$ cat src/source/loader_pkg.sv
// Host loader shared widths, constants and packed bus types
package loader_pkg;

	// ==============================
	// Widths
	// ==============================
	localparam int rom_addr_w    = 24;
	localparam int word_w        = 16;
	localparam int cheat_w       = 128;
	localparam int bram_addr_w   = 11; // 2 KB of core byte address
	localparam int sector_count  = 16;
	localparam int sector_word_w = 8;  // 256 words per 512-byte sector
	localparam int sector_sel_w  = $clog2(sector_count);
	localparam int bram_word_aw  = sector_sel_w + sector_word_w; // Host word port reach

	// Download index decoding
	localparam logic [4:0] cart_index_sgx = 5'd2;
	localparam logic [7:0] code_index     = 8'hFF;

	// Populous signature checked in two 16-byte pages (address bits 23..4)
	localparam logic [rom_addr_w-5:0] pop_page_a = 20'h1F2;
	localparam logic [rom_addr_w-5:0] pop_page_b = 20'h212;
	localparam logic [3:0][word_w-1:0] pop_sig = {16'h5355, 16'h4F4C, 16'h5550, 16'h4F50};

	// Backup RAM header written by a format ("HUBM" plus sizes)
	localparam logic [3:0][word_w-1:0] bram_default = {16'h8010, 16'h8800, 16'h4D42, 16'h5548};

	// ==============================
	// Bus types
	// ==============================
	typedef struct packed {
		logic                wr;
		logic [rom_addr_w:0] addr; // 25-bit host byte address
		logic [word_w-1:0]   data;
	} host_wr_t;

	typedef struct packed {
		logic                  req; // Toggles once per word
		logic [rom_addr_w-1:0] addr;
		logic [word_w-1:0]     data;
	} rom_wr_t;

	typedef struct packed {
		logic [7:0] size;
		logic       header;
		logic       populous;
		logic       sgx;
	} rom_info_t;

	typedef struct packed {
		logic [cheat_w/4-1:0] flags;
		logic [cheat_w/4-1:0] addr;
		logic [cheat_w/4-1:0] compare;
		logic [cheat_w/4-1:0] replace;
	} cheat_code_t;

	typedef struct packed {
		logic [31:0] lba;
		logic        rd;
		logic        wr;
	} sector_req_t;

	typedef struct packed {
		logic [sector_word_w-1:0] addr;
		logic [word_w-1:0]        data;
		logic                     wr;
	} sector_buf_t;

	typedef struct packed {
		logic rom_swap;
		logic autosave;
		logic bk_load;
		logic bk_save;
		logic format;
	} loader_opts_t;

endpackage

$ cat src/source/cheat_assembler.sv
// Cheat code assembler that gathers eight host words into one 128-bit code
module cheat_assembler (
	input  logic                    clk_sys,
	input  logic                    reset,
	input  logic                    code_download,
	input  logic                    download,
	input  loader_pkg::host_wr_t    host_wr,
	output loader_pkg::cheat_code_t cheat_code,
	output logic                    code_valid,
	output logic                    cheat_clear
);

	logic code_wr;

	assign code_wr = code_download & host_wr.wr;

	// Low word first for every field
	always_ff @(posedge clk_sys) begin
		if (code_wr) begin
			case (host_wr.addr[3:0])
				4'd0:    cheat_code.flags[15:0]    <= host_wr.data;
				4'd2:    cheat_code.flags[31:16]   <= host_wr.data;
				4'd4:    cheat_code.addr[15:0]     <= host_wr.data;
				4'd6:    cheat_code.addr[31:16]    <= host_wr.data;
				4'd8:    cheat_code.compare[15:0]  <= host_wr.data;
				4'd10:   cheat_code.compare[31:16] <= host_wr.data;
				4'd12:   cheat_code.replace[15:0]  <= host_wr.data;
				4'd14:   cheat_code.replace[31:16] <= host_wr.data;
				default: ;
			endcase
		end
	end

	// ==============================
	// Strobes to the core
	// ==============================
	always_ff @(posedge clk_sys) begin
		if (reset) begin
			code_valid  <= 1'b0;
			cheat_clear <= 1'b0;
		end else begin
			code_valid  <= code_wr && (host_wr.addr[3:0] == 4'd14); // Last word completes it
			cheat_clear <= download && host_wr.wr && (host_wr.addr == '0);
		end
	end

endmodule

$ cat config.mk
export PLATFORM = sky130hd
export DESIGN_NAME = cheat_assembler
export DESIGN_NICKNAME = d
export VERILOG_FILES = /design/src/source/loader_pkg.sv /design/src/source/cheat_assembler.sv
export SDC_FILE = /design/constraint.sdc
export NUM_CORES = 1
export LEC_CHECK = 0
export BUFFER_PORTS_ARGS = -buffer_cell sky130_fd_sc_hd__buf_2
export CORE_ASPECT_RATIO = 1.25
export CORE_MARGIN = 8
export CORE_UTILIZATION = 40
export DETAILED_ROUTE_END_ITERATION = 8
export PLACE_DENSITY_LB_ADDON = 0.3
export SYNTH_ARGS = -nofsm -noshare
export SYNTH_HDL_FRONTEND = slang
export SYNTH_SLANG_ARGS = --single-unit
$ cat constraint.sdc
create_clock -name clk_sys -period 4.1 [get_ports clk_sys]
set_clock_uncertainty 0.1 [all_clocks]
set_input_delay 0.82 -clock clk_sys [delete_from_list [all_inputs] [get_ports clk_sys]]
set_output_delay 0.82 -clock clk_sys [all_outputs]
set_load 0.03 [all_outputs]
---- Word-level counts from Yosys, hierarchy flattened ----
Cells that the tools add are included.
word-level totals
  bits in registers ....................... 130
  output and inout bits ................... 130
  logic and storage cells ................. 31
operators by class
  equality and inequality tests ........... 7
  bitwise gates (word level) .............. 1
  reductions and logical operators ........ 13
operators with widths
  cell                  number
  $logic_not A25 Y1     1
  $eq A4 B4 Y1 const B  4
  $reduce_and A2 Y1     8
  $eq A4 B3 Y1 const B  2
  $eq A4 B2 Y1 const B  1
  $logic_not A4 Y1      1
  $logic_and A1 B1 Y1   3
  $and A1 B1 Y1         1

---- Longest topological paths before layout ----
  word-level depth ........................ 2
  depth in mapped cells ................... 3
  mapped depth without buffers ............ 3

---- Worst setup path before layout ----
OpenSTA, ideal clock, no wires.
  path kind ............................... in2reg
  from .................................... in code_download
  to ...................................... reg cheat_code[112] (netlist bit) (enable)
  setup time .............................. 0.409 ns
  arrival time ............................ 2.251 ns
  path slack .............................. 1.339 ns
  stages on the path ...................... 3
  path buffers ............................ 0
  cell sequence ........................... nor2b_2 -> nand3_1 -> nor3_1
between the ends
  word-level cells in the longest chain between the ends .. 2
RTL lines
  what                                line                   source
  start: declaration                  cheat_assembler.sv:5   input logic code_download,
  $and A1 B1 Y1                       cheat_assembler.sv:15  assign code_wr = code_download & host_wr.wr;
  $reduce_and A2 Y1 (no source line)  --
  end: declaration                    cheat_assembler.sv:8   output loader_pkg::cheat_code_t cheat_code,
No other way between the ends.
A chain may end at the register's enable or synchronous reset.

---- Worst setup path in the final report ----
  from .................................... in host_wr[16] (netlist bit)
  to ...................................... reg cheat_code[30] (netlist bit) (enable)
between the ends
  word-level cells in the longest chain between the ends .. 2
RTL lines
  what                                line                   source
  start: declaration                  cheat_assembler.sv:7   input loader_pkg::host_wr_t host_wr,
  $eq A4 B4 Y1                        cheat_assembler.sv:20  case (host_wr.addr[3:0])
  $reduce_and A2 Y1 (no source line)  --
No other way between the ends.

==> results.py <==
metrics = {
    "logic_synthesis": {
        "muxShareOfSynthArea_pct": 0,
        "synthAdderAreaFrac_pct": 0,
        "yosysTopAreaCell": "edfxtp_1",
        "netlist_instances": 155,
        "yosysMostFrequentCell": "edfxtp_1",
        "synth_top_family_by_area": "simple AND/OR/NAND/NOR gates",
        "synth_warnings": 0,
        "yosysUniqueCellTypes": 14,
        "synth-edff-count": 128,
        "synth_compound_area_share_pct": 0,
        "synth_simple_gate_area_share_pct": 3.63,
        "synth_top_flop_cell": "edfxtp_1",
        "async_flop_share_pct": 0,
        "syn_area_per_cell_um2": 26.0,
        "yosysSeqAreaShare_pct": 96.4,
        "synth_nets": 201,
        "syn_area_um2": 4030,
        "synth-seq-cells": 130,
        "yosys.area_share.xor_xnor_pct": 0,
        "synth.top_cell.area_share_pct": 95.4,
        "ys_top_cells_by_area": "edfxtp_1 (95%), dfxtp_1 (0.99%), nor4_1 (0.78%)",
        "synth_commonest_cells": "edfxtp_1 (128), nor2_1 (7), nor4_1 (5)",
    },
    "clock_tree": {
        "clkTransAtPathRegs_ns": 0.06,
        "cts_max_level": 4,
        "cts_inserted_buffers": 17,
        "cts_tree": "done",
        "clockBufferDepth": 2,
        "cts_resized": 0,
        "ctsRootBufferMaster": "clkbuf_16",
        "postCtsSetupBuffers": 0,
        "ctsHoldBuffers": 0,
        "clkSinkCount": 130,
    },
    "power_and_ir_drop": {
        "p_seq_share_pct": 47.9,
        "netSwitchingFraction_pct": 19.4,
        "p_switching_uw": 600,
        "p_clk_share_pct": 49.1,
        "ir_drop_uv": 317,
        "power_density_nw_per_um2": 541,
        "combPwrFrac_pct": 3.0,
        "p_int_uw": 2490,
        "p_total_uw": 3090,
        "power_leakage_uw": 0.00219,
    },
    "floorplanning": {
        "io_pins": 176,
        "die_w_um": 106,
        "dieHeight_um": 128,
        "core-area_um2": 9950,
        "die_area_um2": 13600,
        "start_util_pct": 40.5,
        "rows": 41,
    },
    "grt": {
        "antenna_found_initial": 0,
        "grt_overflow": 0,
        "track_usage_pct": 15.4,
        "first_global_vias": 2508,
        "grt_pass1_wl_mm": 14.9,
        "grt_max_degree": 17,
    },
    "setup_path": {
        "end_kind": "flip-flop",
        "cp-start-kind": "primary input",
        "cp.required_ns": 4.01,
        "cp_max_fo": 16,
        "crit_type": "primary input to flip-flop",
        "crit_end": "cheat_code[30]",
        "worstPathArrival_ns": 2.22,
        "crit_start": "host_wr[16]",
    },
    "timing": {
        "max_slew.worst_pin.slew_ns": 1.10,
        "hold_viol": 0,
        "fmax_ghz": 0.433,
        "rsz0062_at_grt": "no",
        "setup-violations-final": 0,
        "fin_setup_tns_ns": 0,
        "slew_viol_final": 0,
        "relSlewSlack_pct": 26.7,
        "period_minus_slack_ns": 2.31,
        "fin_crit_sh_pct": 56.4,
    },
    "detailed_routing": {
        "wl_per_cell_um": 21.0,
        "vias_per_cell": 4.57,
        "drtIter0Drc": 125,
        "drtPass1Iterations": 4,
        "dr_wl_met3_um": 824,
        "vias": 2251,
        "drc": 0,
        "ant_nets": 0,
        "wl_met1_mm": 3.54,
        "drt-total-wl_mm": 10.3,
        "highest_layer": "met4",
        "wl_met2_mm": 5.74,
    },
    "run_status": {
        "status": "complete, no violations",
    },
    "finish": {
        "area_growth_pct": 41.9,
        "nets": 397,
        "fillers": 798,
        "fin_util_pct": 57.5,
        "drive_gt1_share_pct": 59.9,
        "diodes": 0,
    },
    "hold_path": {
        "min_path_type": "primary input to flip-flop",
    },
    "placement": {
        "place.gp.congestion": 0.773,
        "dp_hpwl_mm": 7.42,
        "port_buffers": 175,
    },
    "run": {
        "drv_cap": 0,
    },
}
## how the worst min path moves through the flow
stage               cells past startpoint  startpoint    endpoint
floorplan                               1       reset  code_valid
global placement                        2       reset  code_valid
detailed placement                      2       reset  code_valid
CTS                                     2       reset  code_valid
global route                            2       reset  code_valid
finish                                  2       reset  code_valid
## worst max-delay path, stage by stage
cell and delay [ns]:
buf_2 0.11, nor2b_2 0.14, nand3_1 0.23, nor2_2 0.92
## per-layer routing
layer  track usage (%)  vias to the layer above
met5                 0                        -
met4              7.14                        0
li1                  -                     1021
met3              6.89                       17
met1              14.1                     1086
met2              28.2                      127
## final cells by class
cell class                 instances  area, um2  share of cell area [%]
sequential                       130       3880                    67.9
timing repair buffer             177        891                    15.6
clock buffer                      20        457                    7.98
multi-input combinational         25        171                    3.00
tap                              129        161                    2.82
clock inverter                    12        156                    2.73
## power groups by stage
stage,clock network [uW],registers (uW),logic [uW]
2_1_floorplan,0,1540,7.97
3_3_place_gp,0,1510,91.9
3_5_place_dp,0,1510,93.5
4_1_cts,1540,1480,93.7
5_1_grt,1590,1480,99.8
6_report,1520,1480,93.1
## kinds of logic after synthesis
logic type / count (synthesis)
simple gates: 25
flops: 130
## layout by cell type, fill, tap and decap left out, drive strengths merged, types with 2 or more instances in the layout
cell      count
bufinv        3
edfxtp      128
nor4          5
nor3          3
clkinv        4
clkbuf       20
nor2          7
buf         177
nor4b         2
dfxtp         2
clkinvlp      4
nand3         2
## sequential cells by signal (all words and copies together), names as in the netlist
| name | count |
|---|---|
| code_valid | 1 |
| cheat_clear | 1 |
| cheat_code | 128 |
## through the flow
stage	cell area [um2]	hold slack, ns	setup WS, ns	cells
floorplan	4030	0.799	1.34	155
global placement	5110	0.920	1.44	461
detailed placement	5110	0.922	1.36	461
CTS	5720	0.494	1.77	493
global route	5720	0.493	1.70	493
finish	5720	0.514	1.79	493
(Power assumes the default switching activity.)
