### src/source/loader_pkg.sv
// Host loader shared widths, constants and packed bus types
package loader_pkg;

	// ==============================
	// Widths
	// ==============================
	localparam int rom_addr_w    = 24;
	localparam int word_w        = 16;
	localparam int cheat_w       = 128;
	localparam int bram_addr_w   = 11; // 2 KB of core byte address
	localparam int sector_count  = 16;
	localparam int sector_word_w = 8;  // 256 words per 512-byte sector
	localparam int sector_sel_w  = $clog2(sector_count);
	localparam int bram_word_aw  = sector_sel_w + sector_word_w; // Host word port reach

	// Download index decoding
	localparam logic [4:0] cart_index_sgx = 5'd2;
	localparam logic [7:0] code_index     = 8'hFF;

	// Populous signature checked in two 16-byte pages (address bits 23..4)
	localparam logic [rom_addr_w-5:0] pop_page_a = 20'h1F2;
	localparam logic [rom_addr_w-5:0] pop_page_b = 20'h212;
	localparam logic [3:0][word_w-1:0] pop_sig = {16'h5355, 16'h4F4C, 16'h5550, 16'h4F50};

	// Backup RAM header written by a format ("HUBM" plus sizes)
	localparam logic [3:0][word_w-1:0] bram_default = {16'h8010, 16'h8800, 16'h4D42, 16'h5548};

	// ==============================
	// Bus types
	// ==============================
	typedef struct packed {
		logic                wr;
		logic [rom_addr_w:0] addr; // 25-bit host byte address
		logic [word_w-1:0]   data;
	} host_wr_t;

	typedef struct packed {
		logic                  req; // Toggles once per word
		logic [rom_addr_w-1:0] addr;
		logic [word_w-1:0]     data;
	} rom_wr_t;

	typedef struct packed {
		logic [7:0] size;
		logic       header;
		logic       populous;
		logic       sgx;
	} rom_info_t;

	typedef struct packed {
		logic [cheat_w/4-1:0] flags;
		logic [cheat_w/4-1:0] addr;
		logic [cheat_w/4-1:0] compare;
		logic [cheat_w/4-1:0] replace;
	} cheat_code_t;

	typedef struct packed {
		logic [31:0] lba;
		logic        rd;
		logic        wr;
	} sector_req_t;

	typedef struct packed {
		logic [sector_word_w-1:0] addr;
		logic [word_w-1:0]        data;
		logic                     wr;
	} sector_buf_t;

	typedef struct packed {
		logic rom_swap;
		logic autosave;
		logic bk_load;
		logic bk_save;
		logic format;
	} loader_opts_t;

endpackage

### src/source/rom_loader.sv
// ROM loader that writes host words to memory by toggle handshake and tracks image flags
module rom_loader (
	input  logic                  clk_sys,
	input  logic                  reset,
	input  logic                  cart_download,
	input  logic [7:0]            download_index,
	input  loader_pkg::host_wr_t  host_wr,
	input  logic                  rom_swap,
	input  logic                  rom_ack,
	output logic                  ioctl_wait,
	output loader_pkg::rom_wr_t   rom_wr,
	output loader_pkg::rom_info_t rom_info
);

	logic                              old_download;
	logic                              req;
	logic [loader_pkg::rom_addr_w-1:0] addr;
	logic [loader_pkg::word_w-1:0]     rev_data;
	logic [loader_pkg::word_w-1:0]     wr_word;
	logic [loader_pkg::word_w-1:0]     wr_data;
	logic [1:0]                        populous; // One flag per signature page
	logic                              sgx;
	logic                              accept;
	logic                              in_page;
	logic                              sig_slot;
	logic [3:0]                        sig_off;

	// ==============================
	// Write data path
	// ==============================
	always_comb begin
		for (int i = 0; i < 8; i++) begin
			rev_data[i]     = host_wr.data[7 - i];
			rev_data[8 + i] = host_wr.data[15 - i];
		end
	end

	assign wr_word = rom_swap ? rev_data : host_wr.data;
	assign accept  = host_wr.wr & cart_download;

	// Signature words sit at offsets 6..12 of either page
	assign in_page  = (addr[23:4] == loader_pkg::pop_page_a) ||
			(addr[23:4] == loader_pkg::pop_page_b);
	assign sig_off  = addr[3:0] - 4'd6;
	assign sig_slot = in_page && (addr[3:0] inside {[4'd6:4'd12]});

	// ==============================
	// Handshake and flags
	// ==============================
	always_ff @(posedge clk_sys) begin
		if (reset) begin
			old_download <= 1'b0;
			ioctl_wait   <= 1'b0;
			req          <= 1'b0;
			addr         <= '0;
			populous     <= 2'b11;
			sgx          <= 1'b0;
		end else begin
			old_download <= cart_download;
			if (cart_download && !old_download) begin
				addr     <= '0;
				populous <= 2'b11;
				sgx      <= (download_index[4:0] == loader_pkg::cart_index_sgx);
			end else if (accept) begin
				ioctl_wait <= 1'b1; // Hold the host until the memory answers
				req        <= ~req;
				if (sig_slot && (wr_word != loader_pkg::pop_sig[sig_off[2:1]]))
					populous[addr[13]] <= 1'b0;
			end else if (ioctl_wait && (req == rom_ack)) begin
				ioctl_wait <= 1'b0;
				addr       <= addr + (loader_pkg::rom_addr_w)'(2);
			end
		end
	end

	// Word latched with the request
	always_ff @(posedge clk_sys) begin
		if (accept)
			wr_data <= wr_word;
	end

	assign rom_wr = '{
		req:  req,
		addr: addr,
		data: wr_data
	};

	// Header bit shifts the image by 512 bytes and picks the matching page
	assign rom_info = '{
		size:     addr[23:16],
		header:   addr[9],
		populous: populous[addr[9]],
		sgx:      sgx
	};

endmodule

### config.mk
export PLATFORM = sky130hd
export DESIGN_NAME = rom_loader
export DESIGN_NICKNAME = d
export VERILOG_FILES = /design/src/source/loader_pkg.sv /design/src/source/rom_loader.sv
export SDC_FILE = /design/constraint.sdc
export NUM_CORES = 1
export LEC_CHECK = 0
export BUFFER_PORTS_ARGS = -buffer_cell sky130_fd_sc_hd__buf_2
export CORE_MARGIN = 4
export CORE_UTILIZATION = 45
export CTS_CLUSTER_DIAMETER = 100
export CTS_CLUSTER_SIZE = 25
export DETAILED_ROUTE_END_ITERATION = 10
export PLACE_DENSITY = 0.77
export RECOVER_POWER = 100
export SLEW_MARGIN = 10
export SYNTH_ARGS = -nofsm -noshare
export SYNTH_HDL_FRONTEND = slang
export SYNTH_SLANG_ARGS = --single-unit
### constraint.sdc
create_clock -name clk_sys -period 3.1 [get_ports clk_sys]
set_clock_uncertainty 0.2 [all_clocks]
set_input_delay 0.155 -clock clk_sys [delete_from_list [all_inputs] [get_ports clk_sys]]
set_output_delay 0.155 -clock clk_sys [all_outputs]
set_load 0.05 [all_outputs]
Word-level counts from Yosys, hierarchy flattened
Cells that the tools add are included.
Widths: inputs -> output; s select.
- output and inout bits: 53
- input bits: 55
- RAM bits: 0
- memory bits (read-only): 0
- memories kept: 0
- latch bits: 0
- register bits after elaboration: 46
- logic and storage cells: 49
- order comparisons: 6
- equal/unequal tests: 5
- muxes and demuxes: 9
- divide/modulo/power cells: 0
- multipliers: 0
- shift-type cells: 0
- bitwise logic cells: 6
- add/subtract/negate cells: 2
- reductions and logical operators: 14
- operators by type and width (kind ; count):
    $bmux 16 s2 ; 1
    $mux 16 ; 2
    $add 24x2->24 const B ; 1
    $eq 20x10->1 const B ; 1
    $eq 20x9->1 const B ; 1
    $ne 16x16->1 ; 1
    $reduce_and 2->1 ; 4
    $logic_and 1x1->1 ; 6
    $eq 5x2->1 const B ; 1
    $mux 1 ; 5
    $ge 4x3->1 const B ; 1
    $le 4x4->1 const B ; 1
    $lt 1x2->1 const B ; 2
    $lt 2x3->1 const B ; 1
    $not 1->1 ; 3
    $sub 3x3->3 const B ; 1
    $and 2x2->2 ; 1
    $not 2->2 ; 1
    $reduce_bool 2->1 ; 1
    $reduce_or 2->1 ; 1
    $and 1x1->1 ; 1
    $demux 1 s1 ; 1
    $eq 1x1->1 ; 1
    $ge 1x1->1 const B ; 1
    other kinds (2) ; 2

Depth between registers and ports, before layout
Gate-level depths: netlist (run 1).
- word-level depth: 6
- depth in mapped cells: 8
- depth with buffers taken out: 7

Least setup slack after synthesis (run 1)
Ideal clock, no wire load.
- kind: reg2reg
- from: reg addr[4] (netlist bit)
- to: reg addr[20] (netlist bit)
- setup slack: 0.943 ns
- library setup time: 0.126 ns
- data required time: 2.774 ns
- stages on the path, launching flop included: 7
- arrival time: 1.831 ns
- path buffers: 1
- period minus slack after synthesis: 2.157 ns
- path through: dfxtp_1 -> nand2_2 -> or3_1 -> buf_6 -> nor4_4 -> xnor2_1 -> nor2_1
- word-level cells in the longest chain between the ends: 1
- ends and longest elaborated chain (element ; RTL line ; RTL):
    from (decl) ; rom_loader.sv:17 ; logic [loader_pkg::rom_addr_w-1:0] addr;
    from (signal assigned) ; rom_loader.sv:71 ; addr <= addr + (loader_pkg::rom_addr_w)'(2);
    $add 24x2->24 ; rom_loader.sv:71 ;
No other way between the ends.
A chain may end at the register's enable or synchronous reset.

Worst setup path in the final report (run 1)
- from: in cart_download
- to: reg populous[1]
- word-level cells in the longest chain between the ends: 2
- elaborated cells on any way between the ends: 4
- classes of those cells: bitwise: 1; reduce/logical: 3
- ends and longest elaborated chain (element ; RTL line ; RTL):
    from (decl) ; rom_loader.sv:5 ; input logic cart_download,
    $and 1x1->1 / $logic_and 1x1->1 (equally long branches) ; rom_loader.sv:39, rom_loader.sv:60 ;
    $reduce_and 2->1 (no line) / $reduce_or 2->1 (equally long branches) ; n/a ;
    to (signal assigned) ; rom_loader.sv:56 ; populous <= 2'b11;
    to (signal assigned) ; rom_loader.sv:62 ; populous <= 2'b11;
    to (signal, indexed assignment) ; rom_loader.sv:68 ; populous[addr[13]] <= 1'b0;
    to (decl) ; rom_loader.sv:21 ; logic [1:0] populous;
Parallel ways exist; a longest one is shown, timed or not.

==> metrics.cfg, run 1 <==
[sta]
slew_headroom_pct = -1.801
finalCritPeriodShare_pct = 84.78
fmaxAchievable_mhz = 380.5
drv_slew = 28
report.final.hold_viol_count = 0
setup-tns-final_ns = 0
min_period_ns = 2.628
worst_pin_slew_ns = 1.527
finalSetupViolCount = 0
rsz0062_at_grt = no

[yosys]
synthesis.instances = 243
seq_area_frac_synth_pct = 43.55
synth_area_sq_mm = 0.002436
synth_most_common_cell = nor2_1
synthArstFlopShare_pct = 0
synth_top_area_cell = dfxtp_1
synthSimpleGateAreaFrac_pct = 21.42
synth_top_area_share_pct = 23.83
synthesis.nets = 305
yosys_warnings = 0
synth_edf_count = 16
yosys-top-cells-area = dfxtp_1, edfxtp_1, mux2_2
synthMuxAreaShare_pct = 8.218
ys.flop_type = dfxtp_1
synth_compound_area_share_pct = 5.855
synth_cell_types = 47
avgSynthCellArea_sq_um = 10.03
synth_xor_area_share_pct = 8.988
ys_ff_latch = 45
synth_adder_area_share_pct = 3.595
yosys-top-cells-count = nor2_1, dfxtp_1, edfxtp_1, mux2_2
synth_top_family_by_area = simple AND/OR/NAND/NOR gates

[global_route]
grt_pass1_vias = 1856
grt_usage_pct = 16.60
grt_max_degree = 28
grt_pass1_wl_microns = 8583
antenna_found_initial = 0
gr-total-overflow = 0

[critical_path]
critical_path.cell_chain = dlygate4sd3_1 -> clkbuf_1 -> nor2b_1 -> or2_0 -> nor4_1 -> a31oi_1
startpoint_type = input port
cp.arrival_ns = 2.65
worstSetupPathType = input port to flop
worst_path_max_delay_cell = or2_0
required_ns = 3.12
end_kind = flop
critPathMaxStageDelay_ns = 1.14
cp_max_fo = 27

[clocking]
clk_latency_ns = 0.30
htree_levels = 2
clockBufferDepth = 2
clock_sink_count = 45
post_cts_buffers = 0
cts_tree = built
clkTransAtPathRegs_ns = 0.07
clockRootBuffer = clkbuf_8
cts_inserted_buffers = 5

[floorplanning]
row_count = 26
io_pins = 108
start_util_pct = 47.10
die_h_microns = 81.58
die_w_microns = 81.58
coreArea_sq_mm = 0.005172
dieArea_sq_mm = 0.006654

[cells_and_area]
drive_gt1_share_pct = 14.20
area_delta_synth_final_pct = 17.36
design_area_sq_mm = 0.002859
final_nets = 378
stdcell_count = 387
n_antenna_cell = 0

[placement]
place_area_sq_mm = 0.002759
place.gp.congestion = 0.8195
post-dp-hpwl_microns = 3958
port-buffer-count = 78
dpl.cell_count = 371

[pwr]
ir_drop_mv = 0.1697
power_density_mw_per_mm2 = 422.1
power_mw = 1.207
p_leak_nw = 0.9817

[detailed_routing]
num_vias = 1994
drt_wl_total_microns = 5427
ant_nets = 0
drc_errors = 0
first_pass_iters = 4
drt_iter0_markers = 71
viasPerCell = 5.152
wl_per_cell_microns = 14.02

[run_status]
outcome = finished, violations left
violations = capacitance limit, slew limit

[hold_path]
hp-class = input port to flop

[job]
maxCapViolations = 1

-- critical path: cells and delay by family --
kind	cells	cell delay, ns
and+or+nand+nor	3	1.57
AOI/OAI and AO/OA	1	0.23
buffers and inverters	2	0.68
-- routing by layer --
layer,share of wire (%),global-route usage [%],vias up
met4,1.7,5.482,0
li1,-,-,986
met3,6.4,3.618,8
met5,0,0,-
met2,49,29.32,58
met1,42,19.95,942
-- cells by family (layout without fill, tap and decap cells) --
| family | count (synthesis) | after routing |
|---|---|---|
| AND/OR/NAND/NOR | 94 | 94 |
| flip-flops | 45 | 45 |
| buffers and inverters | 31 | 105 |
| XOR/XNOR | 25 | 25 |
| AO/OA/AOI/OAI | 22 | 22 |
| multiplexers | 18 | 18 |
| adder cells (fa/ha/maj) | 7 | 7 |
| other | 1 | 1 |
-- layout make-up --
class / instances / area, sq um
Tap cell: 70 / 87.58
Inverter: 10 / 37.54
Timing Repair Buffer: 87 / 406.6
Clock buffer: 7 / 97.59
Clock inverter: 1 / 8.758
Multi-Input combinational cell: 167 / 1160
Sequential cell: 45 / 1061
Fill cell: 496 / 2313
-- where the power goes --
part           total (mW)  internal (mW)  switching, mW
logic               0.162         0.0482          0.114
clock network       0.408          0.210          0.198
registers           0.637          0.631        0.00565
-- state kept, by name, indices dropped and copies added, names as in the netlist --
name / flops
addr: 23
ioctl_wait: 1
sgx: 1
req: 1
old_download: 1
populous: 2
wr_data: 16
-- stage by stage --
stage | setup WS, ns | utilization, % | hold WS (ns)
6_report | 0.4717 | 55.27 | 0.01176
3_5_place_dp | 0.8309 | 53.34 | 0.1638
4_1_cts | 0.6866 | 56.94 | 0.009957
3_3_place_gp | 0.8738 | 53.34 | 0.1543
5_1_grt | 0.2244 | 55.27 | 0.01030
2_1_floorplan | 0.9427 | - | 0.02407
-- placed cells by master (no fill, tap or decap), types with 2 or more instances in the layout --
cell            n
buf_2          24
nor2b_1         2
a211oi_1        2
nor3b_1         2
ha_1            7
edfxtp_1       16
or3_1           3
nor3b_2         2
nor2_1         32
clkbuf_1       56
dlygate4sd3_1   8
a21oi_1         5
nand4_1        10
mux2_2          8
xnor2_1        13
nor4_1          5
nand3_1         5
mux2_1          8
inv_1          10
o21ai_0         5
and3_1          3
mux2i_1         2
xor2_1         12
nor3_1          7
dfxtp_1        29
nand2_1        11
a31oi_1         2
nor4b_1         2
and4b_1         2
clkbuf_8        5
and4_1          2
-- worst paths after layout --
check	to	startpoint	slack (ns)	cells after the start
worst min-delay path	wr_data[8]$_DFFE_PP_	host_wr[8]	0.01	2
worst min register to register	populous[0]$_SDFFE_PP1P_	populous[0]$_SDFFE_PP1P_	0.29	2
worst max-delay path	populous[1]$_SDFFE_PP1P_	cart_download	0.47	6
worst max register to register	populous[1]$_SDFFE_PP1P_	old_download$_SDFF_PP0_	0.71	4
-- what timing repair did --
item	4_1_cts	5_1_grt
hold endpoints to repair	6	0
gates resized for setup	0	0
hold buffers	8	0
(Power assumes the default switching activity.)
==> run 2: changes to the inputs <==
- clock period: 3.1 -> 2.7 ns (I/O delays scaled with it)
==> run 2 against run 1 <==
Effect of this change:
- the run now ends clean
- design area grew 1.6%
- register-to-register slack lost 0.14 ns
- critical path depth grew 2
- final cell count grew 1.0%
- sequential share of layout area shrank 0.59 points
- sequential power grew 15%
- power grew 16%
- via count grew 0.95%
- sequential cell count is the same
- global-route usage shrank 0.32 points
- count of clock-buffer cells in the layout grew 1
- non-clock buffer count grew 4
- critical endpoint is now addr[10]$_SDFFE_PP0P_
==> metrics.cfg, run 2 (synthesized netlist as in run 1, its figures left out) <==
[run_status]
outcome = finished, final reports clean

[clocking]
htree_levels = 2  ; unchanged
clkTransAtPathRegs_ns = 0.08  ; about the same
clock_sink_count = 45  ; unchanged
post_cts_buffers = 0  ; unchanged
clockRootBuffer = clkbuf_8
cts_inserted_buffers = 5  ; unchanged
postCtsHoldBufs = 10  ; +2
clockBufferDepth = 2  ; unchanged
clk_latency_ns = 0.29  ; about the same
cts_tree = built
ctsResizeCount = 0  ; unchanged

[cells_and_area]
top_regs = addr (23), wr_data (16), populous (2)
drive_gt1_share_pct = 14.02  ; -0.18 points
n_antenna_cell = 0  ; unchanged
largest_reg_flops = 23  ; unchanged
final_nets = 382  ; +1.1%
largest_register = addr
fillers = 494  ; -0.40%
area_delta_synth_final_pct = 19.26
final_core_util_pct = 56.17  ; +0.90 points
mostFrequentLayoutCell = clkbuf_1
stdcell_count = 391  ; +1.0%
layout_common_cells = clkbuf_1, nor2_1, dfxtp_1

[global_route]
grt_pass1_wl_microns = 8438  ; -1.7%
gr-total-overflow = 0  ; unchanged
grt_pass1_vias = 1916  ; +3.2%
grt_max_degree = 28  ; unchanged
antenna_found_initial = 0  ; unchanged
grt_usage_pct = 16.27  ; -0.32 points

[floorplanning]
coreArea_sq_mm = 0.005172  ; unchanged
row_count = 26  ; unchanged
dieArea_sq_mm = 0.006654  ; unchanged
die_w_microns = 81.58  ; unchanged
die_h_microns = 81.58  ; unchanged
io_pins = 108  ; unchanged
start_util_pct = 47.10  ; unchanged

[sta]
fmaxAchievable_mhz = 444.1
setup-tns-final_ns = 0  ; unchanged
min_period_ns = 2.252
finalCritPeriodShare_pct = 83.40
drv_slew = 0  ; -100%
rsz0062_at_grt = no
slew_headroom_pct = 21.43  ; +23 points
finalSetupViolCount = 0  ; unchanged
report.final.hold_viol_count = 0  ; unchanged
hold-worst-slack_ns = 0.002650  ; -0.009112 ns
fin_ws_ns = 0.4482  ; -0.02352 ns
worst_pin_slew_ns = 1.179  ; -0.3485 ns

[placement]
place.gp.congestion = 0.8238  ; +0.52%
port-buffer-count = 78  ; unchanged
dp_slack_ns = 0.7357  ; -0.09522 ns
dpl.cell_count = 373  ; +0.54%
post-dp-hpwl_microns = 3874  ; -2.1%

[hold_path]
hp-class = input port to flop

[critical_path]
cp.arrival_ns = 2.20  ; -0.45 ns
worst_path_max_delay_cell = dlygate4sd3_1
critPathMostFrequentCell = clkbuf_1
path_delay_family = buffers and inverters
startpoint_type = input port
end_kind = flop
critical_path.cell_chain = dlygate4sd3_1 -> clkbuf_1 -> a21boi_0 -> nand4_1 -> clkbuf_1 -> nor4_1 -> xnor2_1 -> nor2_1
worstSetupPathType = input port to flop
crit_buf_inv = 3  ; +1
critPathMaxStageDelay_ns = 0.53  ; -0.61 ns
cp_max_fo = 12  ; -56%
required_ns = 2.65  ; -0.47 ns

[pwr]
power_density_mw_per_mm2 = 483.7  ; +15%
p_leak_nw = 1.018  ; +3.7%
ir_drop_mv = 0.2008  ; +18%

[job]
maxCapViolations = 0  ; -1

[detailed_routing]
first_pass_iters = 4  ; unchanged
ant_nets = 0  ; unchanged
drt_iter0_markers = 86  ; +21%
drt_wl_total_microns = 5356  ; -1.3%
viasPerCell = 5.148  ; about the same
wl_per_cell_microns = 13.70  ; -2.3%
num_vias = 2013  ; +0.95%
drc_errors = 0  ; unchanged

==> run 2: per-stage QoR <==
| stage | cell area, sq um | power (mW) |
|---|---|---|
| 2_1_floorplan | 2436 | 0.8817 |
| 5_1_grt | 2905 | 1.456 |
| 3_3_place_gp | 2774 | 0.9274 |
| 4_1_cts | 2985 | 1.426 |
| 6_report | 2905 | 1.405 |
| 3_5_place_dp | 2774 | 0.9320 |
==> run 2: worst register-to-register path, cell delays in order, from the launching register on <==
cell,delay (ns)
dfxtp_1,0.36
a21boi_0,0.33
nand4_1,0.13
clkbuf_1,0.31
nor4_1,0.44
xnor2_1,0.17
nor2_1,0.05
==> run 2: report_power, final <==
| part | internal, mW | switching (mW) |
|---|---|---|
| logic | 0.0571 | 0.132 |
| clock network | 0.265 | 0.221 |
| registers | 0.725 | 0.00639 |
| total | 1.05 | 0.359 |
==> run 2: per-layer routing <==
layer | global-route usage (%) | vias up | wire length [microns]
li1 | - | 1006 | -
met1 | 19.88 | 935 | 2343
met3 | 3.180 | 14 | 304
met5 | 0 | - | 0
met2 | 27.52 | 58 | 2556
met4 | 7.641 | 0 | 151
==> run 2: worst paths after layout <==
check | start | to | slack (ns) | cells after the start
setup / recovery | cart_download | addr[10]$_SDFFE_PP0P_ | 0.45 | 8
hold / removal | host_wr[12] | wr_data[11]$_DFFE_PP_ | 0.003 | 2
setup reg to reg | ioctl_wait$_SDFFE_PP0P_ | addr[10]$_SDFFE_PP0P_ | 0.57 | 6
hold reg to reg | sgx$_SDFFE_PP0P_ | sgx$_SDFFE_PP0P_ | 0.27 | 2
==> run 2: area by class of cell <==
class	instances	area, sq um	area share [%]
Sequential cell	45	1061	36.52
Clock buffer	8	111.4	3.833
Tap cell	70	87.58	3.015
Timing Repair Buffer	91	437.9	15.07
Inverter	10	37.54	1.292
Multi-Input combinational cell	167	1170	40.27
