--- config.mk ---
export PLATFORM = sky130hd
export DESIGN_NAME = backup_sync
export DESIGN_NICKNAME = d
export VERILOG_FILES = /design/src/source/loader_pkg.sv /design/src/source/backup_sync.sv
export SDC_FILE = /design/constraint.sdc
export NUM_CORES = 1
export LEC_CHECK = 0
export BUFFER_PORTS_ARGS = -buffer_cell sky130_fd_sc_hd__buf_2
export CAP_MARGIN = 40
export CORE_ASPECT_RATIO = 1.4
export CORE_UTILIZATION = 30
export DETAILED_ROUTE_END_ITERATION = 8
export HOLD_SLACK_MARGIN = 0.08
export PLACE_DENSITY = 0.57
export SETUP_SLACK_MARGIN = 0.5
export SYNTH_ARGS = -nofsm -noshare
export SYNTH_HDL_FRONTEND = slang
export SYNTH_SLANG_ARGS = --single-unit
--- constraint.sdc ---
create_clock -name clk_sys -period 3.25 [get_ports clk_sys]
set_input_delay 0.65 -clock clk_sys [delete_from_list [all_inputs] [get_ports clk_sys]]
set_output_delay 0.65 -clock clk_sys [all_outputs]
set_load 0.1 [all_outputs]
--- src/source/loader_pkg.sv ---
// Host loader shared widths, constants and packed bus types
package loader_pkg;

	// ==============================
	// Widths
	// ==============================
	localparam int rom_addr_w    = 24;
	localparam int word_w        = 16;
	localparam int cheat_w       = 128;
	localparam int bram_addr_w   = 11; // 2 KB of core byte address
	localparam int sector_count  = 16;
	localparam int sector_word_w = 8;  // 256 words per 512-byte sector
	localparam int sector_sel_w  = $clog2(sector_count);
	localparam int bram_word_aw  = sector_sel_w + sector_word_w; // Host word port reach

	// Download index decoding
	localparam logic [4:0] cart_index_sgx = 5'd2;
	localparam logic [7:0] code_index     = 8'hFF;

	// Populous signature checked in two 16-byte pages (address bits 23..4)
	localparam logic [rom_addr_w-5:0] pop_page_a = 20'h1F2;
	localparam logic [rom_addr_w-5:0] pop_page_b = 20'h212;
	localparam logic [3:0][word_w-1:0] pop_sig = {16'h5355, 16'h4F4C, 16'h5550, 16'h4F50};

	// Backup RAM header written by a format ("HUBM" plus sizes)
	localparam logic [3:0][word_w-1:0] bram_default = {16'h8010, 16'h8800, 16'h4D42, 16'h5548};

	// ==============================
	// Bus types
	// ==============================
	typedef struct packed {
		logic                wr;
		logic [rom_addr_w:0] addr; // 25-bit host byte address
		logic [word_w-1:0]   data;
	} host_wr_t;

	typedef struct packed {
		logic                  req; // Toggles once per word
		logic [rom_addr_w-1:0] addr;
		logic [word_w-1:0]     data;
	} rom_wr_t;

	typedef struct packed {
		logic [7:0] size;
		logic       header;
		logic       populous;
		logic       sgx;
	} rom_info_t;

	typedef struct packed {
		logic [cheat_w/4-1:0] flags;
		logic [cheat_w/4-1:0] addr;
		logic [cheat_w/4-1:0] compare;
		logic [cheat_w/4-1:0] replace;
	} cheat_code_t;

	typedef struct packed {
		logic [31:0] lba;
		logic        rd;
		logic        wr;
	} sector_req_t;

	typedef struct packed {
		logic [sector_word_w-1:0] addr;
		logic [word_w-1:0]        data;
		logic                     wr;
	} sector_buf_t;

	typedef struct packed {
		logic rom_swap;
		logic autosave;
		logic bk_load;
		logic bk_save;
		logic format;
	} loader_opts_t;

endpackage

--- src/source/backup_sync.sv ---
// Backup sync controller for sector load/save, autosave tracking and RAM format
module backup_sync (
	input  logic                                 clk_sys,
	input  logic                                 reset,
	input  logic                                 cart_download,
	input  logic                                 osd_open,
	input  logic                                 img_mounted,
	input  logic                                 img_readonly,
	input  logic [63:0]                          img_size,
	input  loader_pkg::loader_opts_t             opts,
	input  logic                                 core_write,
	output loader_pkg::sector_req_t              sd_req,
	input  logic                                 sd_ack,
	input  loader_pkg::sector_buf_t              sector_buf,
	output logic [loader_pkg::bram_word_aw-1:0]  word_addr,
	output logic [loader_pkg::word_w-1:0]        word_wdata,
	output logic                                 word_we,
	output logic                                 busy,
	output logic                                 pending,
	output logic                                 core_hold
);

	typedef enum logic [1:0] {
		st_idle,
		st_load,
		st_save
	} state_t;

	state_t     state;
	logic       old_download;
	logic       old_load;
	logic       old_save;
	logic       old_ack;
	logic       old_format;
	logic       bk_ena;
	logic       save_req;
	logic       start_load;
	logic       start_save;
	logic       ack_rise;
	logic       ack_fall;
	logic       last_sector;
	logic [3:0] fmt_step; // Bit 3 set means idle
	logic       fmt_we;

	// Autosave fires when the menu opens with unsaved core writes
	assign save_req    = opts.bk_save | (pending & osd_open & opts.autosave);
	assign start_load  = (opts.bk_load & ~old_load) |
			(old_download & ~cart_download & (|img_size));
	assign start_save  = save_req & ~old_save;
	assign ack_rise    = sd_ack & ~old_ack;
	assign ack_fall    = ~sd_ack & old_ack;
	assign last_sector = (sd_req.lba == 32'(loader_pkg::sector_count - 1));

	assign busy      = (state != st_idle);
	assign core_hold = (state == st_load);

	// ==============================
	// Enable and pending
	// ==============================
	always_ff @(posedge clk_sys) begin
		if (reset) begin
			old_download <= 1'b0;
			bk_ena       <= 1'b0;
			pending      <= 1'b0;
		end else begin
			old_download <= cart_download;
			if (cart_download && !old_download)
				bk_ena <= 1'b0;
			if (cart_download && img_mounted && !img_readonly)
				bk_ena <= 1'b1; // Save image mounts while the cart downloads
			if (bk_ena && !osd_open && core_write)
				pending <= 1'b1;
			else if (busy)
				pending <= 1'b0;
		end
	end

	// ==============================
	// Sector transfer FSM
	// ==============================
	always_ff @(posedge clk_sys) begin
		if (reset) begin
			state    <= st_idle;
			sd_req   <= '0;
			old_load <= 1'b0;
			old_save <= 1'b0;
			old_ack  <= 1'b0;
		end else begin
			old_load <= opts.bk_load;
			old_save <= save_req;
			old_ack  <= sd_ack;
			if (ack_rise) begin
				sd_req.rd <= 1'b0;
				sd_req.wr <= 1'b0;
			end
			case (state)
				st_idle: begin
					if (bk_ena && (start_load || start_save)) begin
						state      <= start_load ? st_load : st_save; // Load wins
						sd_req.lba <= '0;
						sd_req.rd  <= start_load;
						sd_req.wr  <= ~start_load;
					end
				end
				default: begin
					if (ack_fall) begin
						if (last_sector) begin
							state <= st_idle;
						end else begin
							sd_req.lba <= sd_req.lba + 32'd1;
							sd_req.rd  <= (state == st_load);
							sd_req.wr  <= (state == st_save);
						end
					end
				end
			endcase
		end
	end

	// ==============================
	// Format sequencer
	// ==============================
	always_ff @(posedge clk_sys) begin
		if (reset) begin
			old_format <= 1'b0;
			fmt_step   <= 4'h8;
		end else begin
			old_format <= opts.format;
			if (opts.format && !old_format)
				fmt_step <= 4'h0;
			else if (!fmt_step[3])
				fmt_step <= fmt_step + 4'd1;
		end
	end

	assign fmt_we = ~fmt_step[3] & fmt_step[0]; // Odd steps write

	// Word port goes to the sector buffer during a transfer
	always_comb begin
		if (busy) begin
			word_addr  = {sd_req.lba[loader_pkg::sector_sel_w-1:0], sector_buf.addr};
			word_wdata = sector_buf.data;
			word_we    = sector_buf.wr & sd_ack;
		end else begin
			word_addr  = (loader_pkg::bram_word_aw)'(fmt_step[2:1]);
			word_wdata = loader_pkg::bram_default[fmt_step[2:1]];
			word_we    = fmt_we;
		end
	end

endmodule

# Word-level counts from Yosys, hierarchy flattened
# Index checks and enable logic that the tools add are counted.
[op_classes] addsub=2 order_cmp=1 n_eq_ne=5 mux=21 bitwise_logic=19 n_reduce_logical=22
[ops] operator="34-bit 2-to-1 mux" count=4
[ops] operator="64-bit OR reduction" count=1
[ops] operator="32-bit by 1-bit adder with 32-bit output, second input constant" count=1
[ops] operator="16-bit binary-select mux with 2-bit select" count=1
[ops] operator="32-bit by 4-bit equality test with 1-bit output, second input constant" count=1
[ops] operator="16-bit 2-to-1 mux" count=2
[ops] operator="12-bit 2-to-1 mux" count=1
[ops] operator="2-bit 2-to-1 mux" count=6
[ops] operator="1-bit AND" count=10
[ops] operator="2-bit nonzero test" count=5
[ops] operator="4-bit 2-to-1 mux" count=2
[ops] operator="1-bit logical AND" count=7
[ops] operator="1-bit NOT" count=7
[ops] operator="3-bit AND reduction" count=2
[ops] operator="1-bit 2-to-1 mux" count=5
[ops] operator="4-bit by 1-bit adder with 4-bit output, second input constant" count=1
[ops] operator="1-bit zero test" count=4
[ops] operator="2-bit by 3-bit less-than comparator with 1-bit output, second input constant" count=1
[ops] operator="2-bit by 1-bit equality test with 1-bit output, second input constant" count=1
[ops] operator="2-bit equality test, second input constant" count=1
[ops] operator="2-bit zero test" count=1
[ops] operator="2-bit by 1-bit != test with 1-bit output, second input constant" count=1
[ops] operator="2-bit != test, second input constant" count=1
[ops] operator="1-bit OR" count=2
[ops] operator="2 further kinds" count=2
[word_totals] regBits=47 input_bits=102 output_inout_bits=66

# Longest topological paths before layout
# Gate-level depths: netlist of the first run.
[depth] depth_word=8 depth_mapped=9 mapped_depth_nobuf=7

# Worst setup path after synthesis of the first run
# OpenSTA, ideal clock, no wires.
[synth_timing] kind="register to output" start="register state[1]" end="output port word_addr[0] (netlist bit)" t_arrival_ps=3668 setup_slack_ps=-1068 stages_incl_launch_ff=5 n_path_buf=1 path_cell_list="dfxtp_1 > nor2_1 > clkinv_1 > clkbuf_1 > o21ai_0"
[synth_between] elab_chain_len=2
[synth_rtl] item="start, declared" line="backup_sync.sv:29" text="state_t state;"
[synth_rtl] item="start signal, assigned" line="backup_sync.sv:83" text="state <= st_idle;"
[synth_rtl] item="start signal, assigned" line="backup_sync.sv:99" text="state <= start_load ? st_load : st_save;"
[synth_rtl] item="start signal, assigned" line="backup_sync.sv:108" text="state <= st_idle;"
[synth_rtl] item="2-bit nonzero test" line="backup_sync.sv:54" text="assign busy = (state != st_idle);"
[synth_rtl] item="net busy" line="backup_sync.sv:18" text="output logic busy,"
[synth_rtl] item="12-bit 2-to-1 mux" line="backup_sync.sv:140" text="if (busy) begin"
[synth_rtl] item="end, declared" line="backup_sync.sv:15" text="output logic [loader_pkg::bram_word_aw-1:0] word_addr,"
# The timed path passes the listed nets, and every way through them passes these cells.

# Worst setup path in the final report of the first run
[layout_timing] start="input port img_size[3]" end="register sd_req[25] (netlist bit)"
[layout_between] elab_chain_len=7
[layout_rtl] item="start, declared" line="backup_sync.sv:9" text="input logic [63:0] img_size,"
[layout_rtl] item="64-bit OR reduction" line="backup_sync.sv:48" text="(old_download & ~cart_download & (|img_size));"
[layout_rtl] item="1-bit AND" line="backup_sync.sv:48"
[layout_rtl] item="1-bit OR" line="backup_sync.sv:47" text="assign start_load = (opts.bk_load & ~old_load) |"
[layout_rtl] item="1-bit logical OR" line="backup_sync.sv:98" text="if (bk_ena && (start_load || start_save)) begin"
[layout_rtl] item="1-bit logical AND" line="backup_sync.sv:98"
[layout_rtl] item="2-bit != test (no line)"
[layout_rtl] item="3-bit AND reduction (no line)"
[layout_rtl] item="end, declared" line="backup_sync.sv:12" text="output loader_pkg::sector_req_t sd_req,"
# Every way passes these cells.
# A chain may end at the register's enable or synchronous reset.

==> results.json, run 1 <==
{
  "status": "finished, final reports clean",
  "cts_root_buffer": "clkbuf_16",
  "rsz0062_at_grt": "false",
  "final_antenna_net_count": 0,
  "period_minus_slack_ns": 2.45,
  "synthSimpleGateAreaFrac": 0.417,
  "dieArea_um2": 10100,
  "p_leak_uw": 0.00181,
  "slew_viol_final": 0,
  "rows": 42,
  "seqPwrFrac": 0.415,
  "nets": 656,
  "max_freq_mhz": 409,
  "start_util": 0.307,
  "final_cell_mix": "buf_2, nand2_1, dfxtp_1",
  "avgSynthCellArea_um2": 7.46,
  "dr.pass1.iters": 4,
  "cts.repair.resized": 0,
  "synth_cell_types": 52,
  "synth_edf_count": 0,
  "synth_top_family_by_area": "simple AND/OR/NAND/NOR gates",
  "ys_seq_elements": 47,
  "clock_latency_ns": 0.29,
  "numPortBuffers": 166,
  "syn_inst": 390,
  "finalHoldViolCount": 0,
  "fp.dieW_um": 85.2,
  "post_cts_buffers": 0,
  "netSwitchingFraction": 0.279,
  "yosysWarnings": 0,
  "maxSlewHeadroom": 0.625,
  "peakVddDrop_mv": 0.179,
  "vias_per_cell": 5.28,
  "synthAdderAreaFrac": 0.0215,
  "crit_type": "in -> reg",
  "core_um2": 9460,
  "overflow": 0,
  "grt_usage": 0.188,
  "final_common_cell": "buf_2",
  "finalSetupViolations": 0,
  "p_total_uw": 1430,
  "cts.htree.levels": 2,
  "crit_required_ns": 3.46,
  "crit_path_frequent_cell": "nor4_1",
  "syn_nets": 497,
  "tightestPinTransition_ns": 0.558,
  "crit_chain": "buf_2, nor4_1, nand4_1, nor4_1, or3_1, nand3_1, buf_4, o221ai_1",
  "holdPathStages": 1,
  "gp_congestion": 0.840,
  "synth_seq_area_share": 0.324,
  "period_share": 0.752,
  "area_growth_syn_to_layout_pct": 40.4,
  "end_kind": "flop",
  "synthXorXnorAreaFrac": 0.0482,
  "n_fill_cell": 988,
  "power_density_nw_per_um2": 349,
  "crit_fanout": 23,
  "synthArstFlopShare": 0,
  "synth_mux_area_frac": 0.00688,
  "io_pins": 168,
  "grt_pass1_vias": 3142,
  "p_sw_uw": 397,
  "drtIter0Drc": 107,
  "internal-power_uw": 1030,
  "slowest_stage": "nor4_1",
  "synth_compound_area_frac": 0.135,
  "grt_max_degree": 33,
  "die_y_um": 118,
  "wl_um": 9590,
  "hp-class": "reg -> reg",
  "place.detailed.hpwl_um": 7370,
  "p_clk_frac": 0.405,
  "clockBufferDepth": 2,
  "clk_transition_reported_paths_ns": 0.07,
  "skew_ns": 0.00840,
  "hold_buffers": 0,
  "syn_area_um2": 2910,
  "cts.sinks": 47,
  "ys.flop_type": "dfxtp_1",
  "finish.instance_area_um2": 4080,
  "grt_pass1_wl_um": 15100,
  "drive_above_1_share": 0.350,
  "antenna_found_initial": 0,
  "cts_buffers": 5,
  "max-cap-violations": 0,
  "placedInstanceArea_um2": 3920,
  "vias": 3481,
  "antenna_cells": 0,
  "cp-start-kind": "primary input",
  "post_drt_wl_per_cell_um": 14.5,
  "timing.setup.tns_ns": 0,
  "critPathMaxStageDelay_ns": 0.55,
  "post-route-drc-count": 0,
  "cts_tree": "built",
  "reg2regPathDepth": 8,
  "arrival_ns": 2.65,
  "pwr-share-comb": 0.180
}
power by group through the flow:
stage / logic [uW] / clock network [uW] / registers [uW]
finish: 257 / 578 / 591
global route: 272 / 620 / 592
CTS: 259 / 593 / 591
detailed placement: 259 / 0 / 604
global placement: 255 / 0 / 603
floorplan: 144 / 0 / 615
logic make-up after synthesis:
family	after synthesis
compound gates	56
fa+ha+maj	5
buf+inv	33
flops	47
xor+xnor	16
mux	2
simple gates	231
flip-flops by register name, summed over array words and instances, names as in the netlist:
name / cells
old_ack: 1
old_download: 1
old_load: 1
sd_req: 34
old_format: 1
old_save: 1
pending: 1
state: 2
fmt_step: 4
bk_ena: 1
stage by stage:
stage,hold WS [ns],utilization,worst slack (ns),cells
finish,0.507,0.432,0.805,659
global route,0.523,0.432,0.610,659
CTS,0.509,0.432,0.817,659
detailed placement,0.499,0.415,0.526,652
global placement,0.494,0.415,0.571,652
floorplan,0.471,-,0.474,390
worst max-delay path, delay by kind of cell:
family | cells | cell delay (ns)
simple gates | 5 | 1.45
buf+inv | 2 | 0.33
compound gates | 1 | 0.21
metal layers:
metal | vias up | GRT usage | wire [um]
met4 | 0 | 0.0689 | 156
li1 | 1730 | - | -
met5 | - | 0 | 0
met1 | 1612 | 0.204 | 3830
met3 | 12 | 0.0251 | 435
met2 | 127 | 0.360 | 5170
final cells by class:
type,count,area (um2),area share
clock buffer,6,129,0.0316
clock inverter,1,30.0,0.00736
inverter,11,41.3,0.0101
multi-input combinational,310,1840,0.450
sequential,47,943,0.231
tap,110,138,0.0337
timing repair buffer,174,966,0.237
path summary, 6_finish.rpt:
kind / start / endpoint / slack [ns]
hold reg to reg: sd_req[2] / sd_req[2] / 0.51
setup / recovery: img_size[3] / sd_req[25] / 0.80
setup reg to reg: sd_req[2] / sd_req[24] / 0.86
hold / removal: sd_req[2] / sd_req[2] / 0.51
cells in the mapped netlist, drive strengths merged (2+ instances only):
master	n	area, um2
nand2	52	195
dfxtp	47	941
nor2	46	175
nor4	40	256
nand4	19	119
and2	18	113
nand3	16	85.1
clkbuf	14	52.6
o21ai	14	70.1
xnor2	13	114
nor3	11	66.3
inv	10	37.5
nor2b	10	62.6
buf	8	43.8
a21o	5	37.5
ha	5	62.6
o31ai	5	37.5
a21oi	4	20.0
nand3b	4	30.0
o22ai	4	25.0
a311oi	3	26.3
a31oi	3	18.8
nand2b	3	18.8
nor4b	3	26.3
or2	3	18.8
xor2	3	26.3
a32oi	2	17.5
mux2i	2	20.0
o2111a	2	22.5
o211ai	2	15.0
o21a	2	15.0
o221ai	2	17.5
or3	2	12.5
or4	2	18.8
(Power assumes the default switching activity.)
==> run 2: changes to the inputs <==
==> constraint.sdc (replaced) <==
create_clock -name clk_sys -period 2.5 [get_ports clk_sys]
set_input_delay 0.5 -clock clk_sys [delete_from_list [all_inputs] [get_ports clk_sys]]
set_output_delay 0.5 -clock clk_sys [all_outputs]
set_load 0.1 [all_outputs]
==> results.json, run 2 (synthesis results as in run 1) <==
{
  "status": "finished, final reports clean",
  "core_um2": 9460,
  "finalHoldViolCount": 0,
  "whs_ns": 0.435,
  "die_y_um": 118,
  "skew_ns": 0.00720,
  "rsz0062_at_grt": "true",
  "fp.dieW_um": 85.2,
  "post_drt_wl_per_cell_um": 16.7,
  "io_pins": 168,
  "hp-class": "in -> reg",
  "largest_reg_flops": 34,
  "antenna_found_initial": 1,
  "vias_per_cell": 5.44,
  "grt_usage": 0.216,
  "regMostFlops": "sd_req",
  "cts_root_buffer": "clkbuf_16",
  "maxSlewHeadroom": 0.669,
  "cts.sinks": 47,
  "wl_um": 11500,
  "period_share": 0.811,
  "arrival_ns": 2.22,
  "p_leak_uw": 0.00215,
  "clockBufferDepth": 2,
  "cts_buffers": 5,
  "final_common_cell": "buf_2",
  "cts_tree": "built",
  "final_antenna_net_count": 0,
  "start_util": 0.307,
  "end_kind": "flop",
  "drive_above_1_share": 0.554,
  "reg_top3": "sd_req: 34 flops, fmt_step: 4 flops, state: 2 flops",
  "post-route-drc-count": 0,
  "grt_max_degree": 32,
  "tightestPinTransition_ns": 0.500,
  "period_minus_slack_ns": 2.03,
  "overflow": 0,
  "numPortBuffers": 166,
  "crit_required_ns": 2.70,
  "slew_viol_final": 0,
  "finalSetupViolations": 0,
  "finish.instance_area_um2": 5040,
  "placedInstanceArea_um2": 4240,
  "vias": 3747,
  "power_density_nw_per_um2": 374,
  "cp-start-kind": "flop",
  "dr.pass1.iters": 4,
  "dieArea_um2": 10100,
  "grt_pass1_wl_um": 17200,
  "gp_congestion": 0.949,
  "final_cell_mix": "buf_2, nand2_1, nor2_1",
  "peakVddDrop_mv": 0.274,
  "drtIter0Drc": 148,
  "max-cap-violations": 0,
  "clock_latency_ns": 0.29,
  "cts.htree.levels": 2,
  "finish.utilization": 0.532,
  "clk_transition_reported_paths_ns": 0.06,
  "rows": 42,
  "grt_pass1_vias": 3548,
  "nets": 684,
  "crit_type": "reg -> reg",
  "crit_fanout": 6,
  "max_freq_mhz": 493,
  "area_growth_syn_to_layout_pct": 73.2,
  "place.detailed.hpwl_um": 8240
}
==> run 2: cell count changes in the layout (fill, tap and decap cells not counted), moves of 14 or more <==
cell / before / now
dfxtp_1: 45 / 10
buf_4: 8 / 40
buf_2: 161 / 136
dfxtp_4: 0 / 21
nor4_1: 39 / 21
and2_1: 18 / 3
and2_2: 0 / 15
buf_6: 0 / 14
dfxtp_2: 2 / 16
==> run 2: worst paths after layout <==
| path | slack (ns) | end | cells after the start | startpoint |
|---|---|---|---|---|
| setup / recovery | 0.47 | sd_req[2] | 8 | sd_req[2] |
| hold / removal | 0.43 | old_format | 2 | opts[0] |
| setup reg to reg | 0.47 | sd_req[2] | 8 | sd_req[2] |
| hold reg to reg | 0.50 | sd_req[9] | 1 | sd_req[9] |
==> run 2: metrics by stage <==
step	total power [uW]	setup TNS [ns]	worst slack [ns]	instances
after floorplan	977	0	0.276	390
after global placement	1110	0	0.0418	658
after detailed placement	1120	-0.0118	-0.0118	658
after CTS	1840	0	0.424	679
after global routing	1950	0	0.380	689
final	1890	0	0.472	689
==> run 2: worst max-delay path: stages (launching register included) <==
cell and delay, ns:
dfxtp_4 0.36, ha_4 0.15, nand3_4 0.07, or4_4 0.43
nor3_4 0.14, buf_6 0.15, nor2_4 0.05, or4b_1 0.50
o31ai_1 0.08
==> run 2: cell type report <==
| cell class | instances | area [um2] |
|---|---|---|
| Timing Repair Buffer | 202 | 1390 |
| Fill cell | 903 | 4420 |
| Antenna cell | 1 | 2.50 |
| Tap cell | 110 | 138 |
| Multi-Input combinational cell | 310 | 2270 |
| Sequential cell | 47 | 1040 |
| Inverter | 11 | 43.8 |
| Clock buffer | 8 | 158 |
==> run 2: where the power goes <==
| group | internal [uW] | leakage (uW) | total, uW | switching (uW) |
|---|---|---|---|---|
| Clock | 433 | 0.0000763 | 722 | 289 |
| Sequential | 737 | 0.000406 | 747 | 9.63 |
| Combinational | 160 | 0.00167 | 416 | 257 |
| Total | 1330 | 0.00215 | 1890 | 555 |
==> run 2: layer usage <==
metal | vias to the layer above | global-route usage | part of all wire
met1 | 1779 | 0.219 | 0.36
met5 | - | 0 | 0
met4 | 0 | 0.0794 | 0.027
met2 | 153 | 0.430 | 0.56
li1 | 1796 | - | -
met3 | 19 | 0.0307 | 0.052
==> run 2: timing repair <==
| item | 4_1_cts | 5_1_grt |
|---|---|---|
| gates resized for setup | 40 | 50 |
| pin swaps | 10 | 17 |
| buffers inserted | 13 | 5 |
| setup endpoints to repair | 63 | 63 |
| cloned | 0 | 4 |
| hold buffers | 0 | 0 |
| hold endpoints to repair | 0 | 0 |
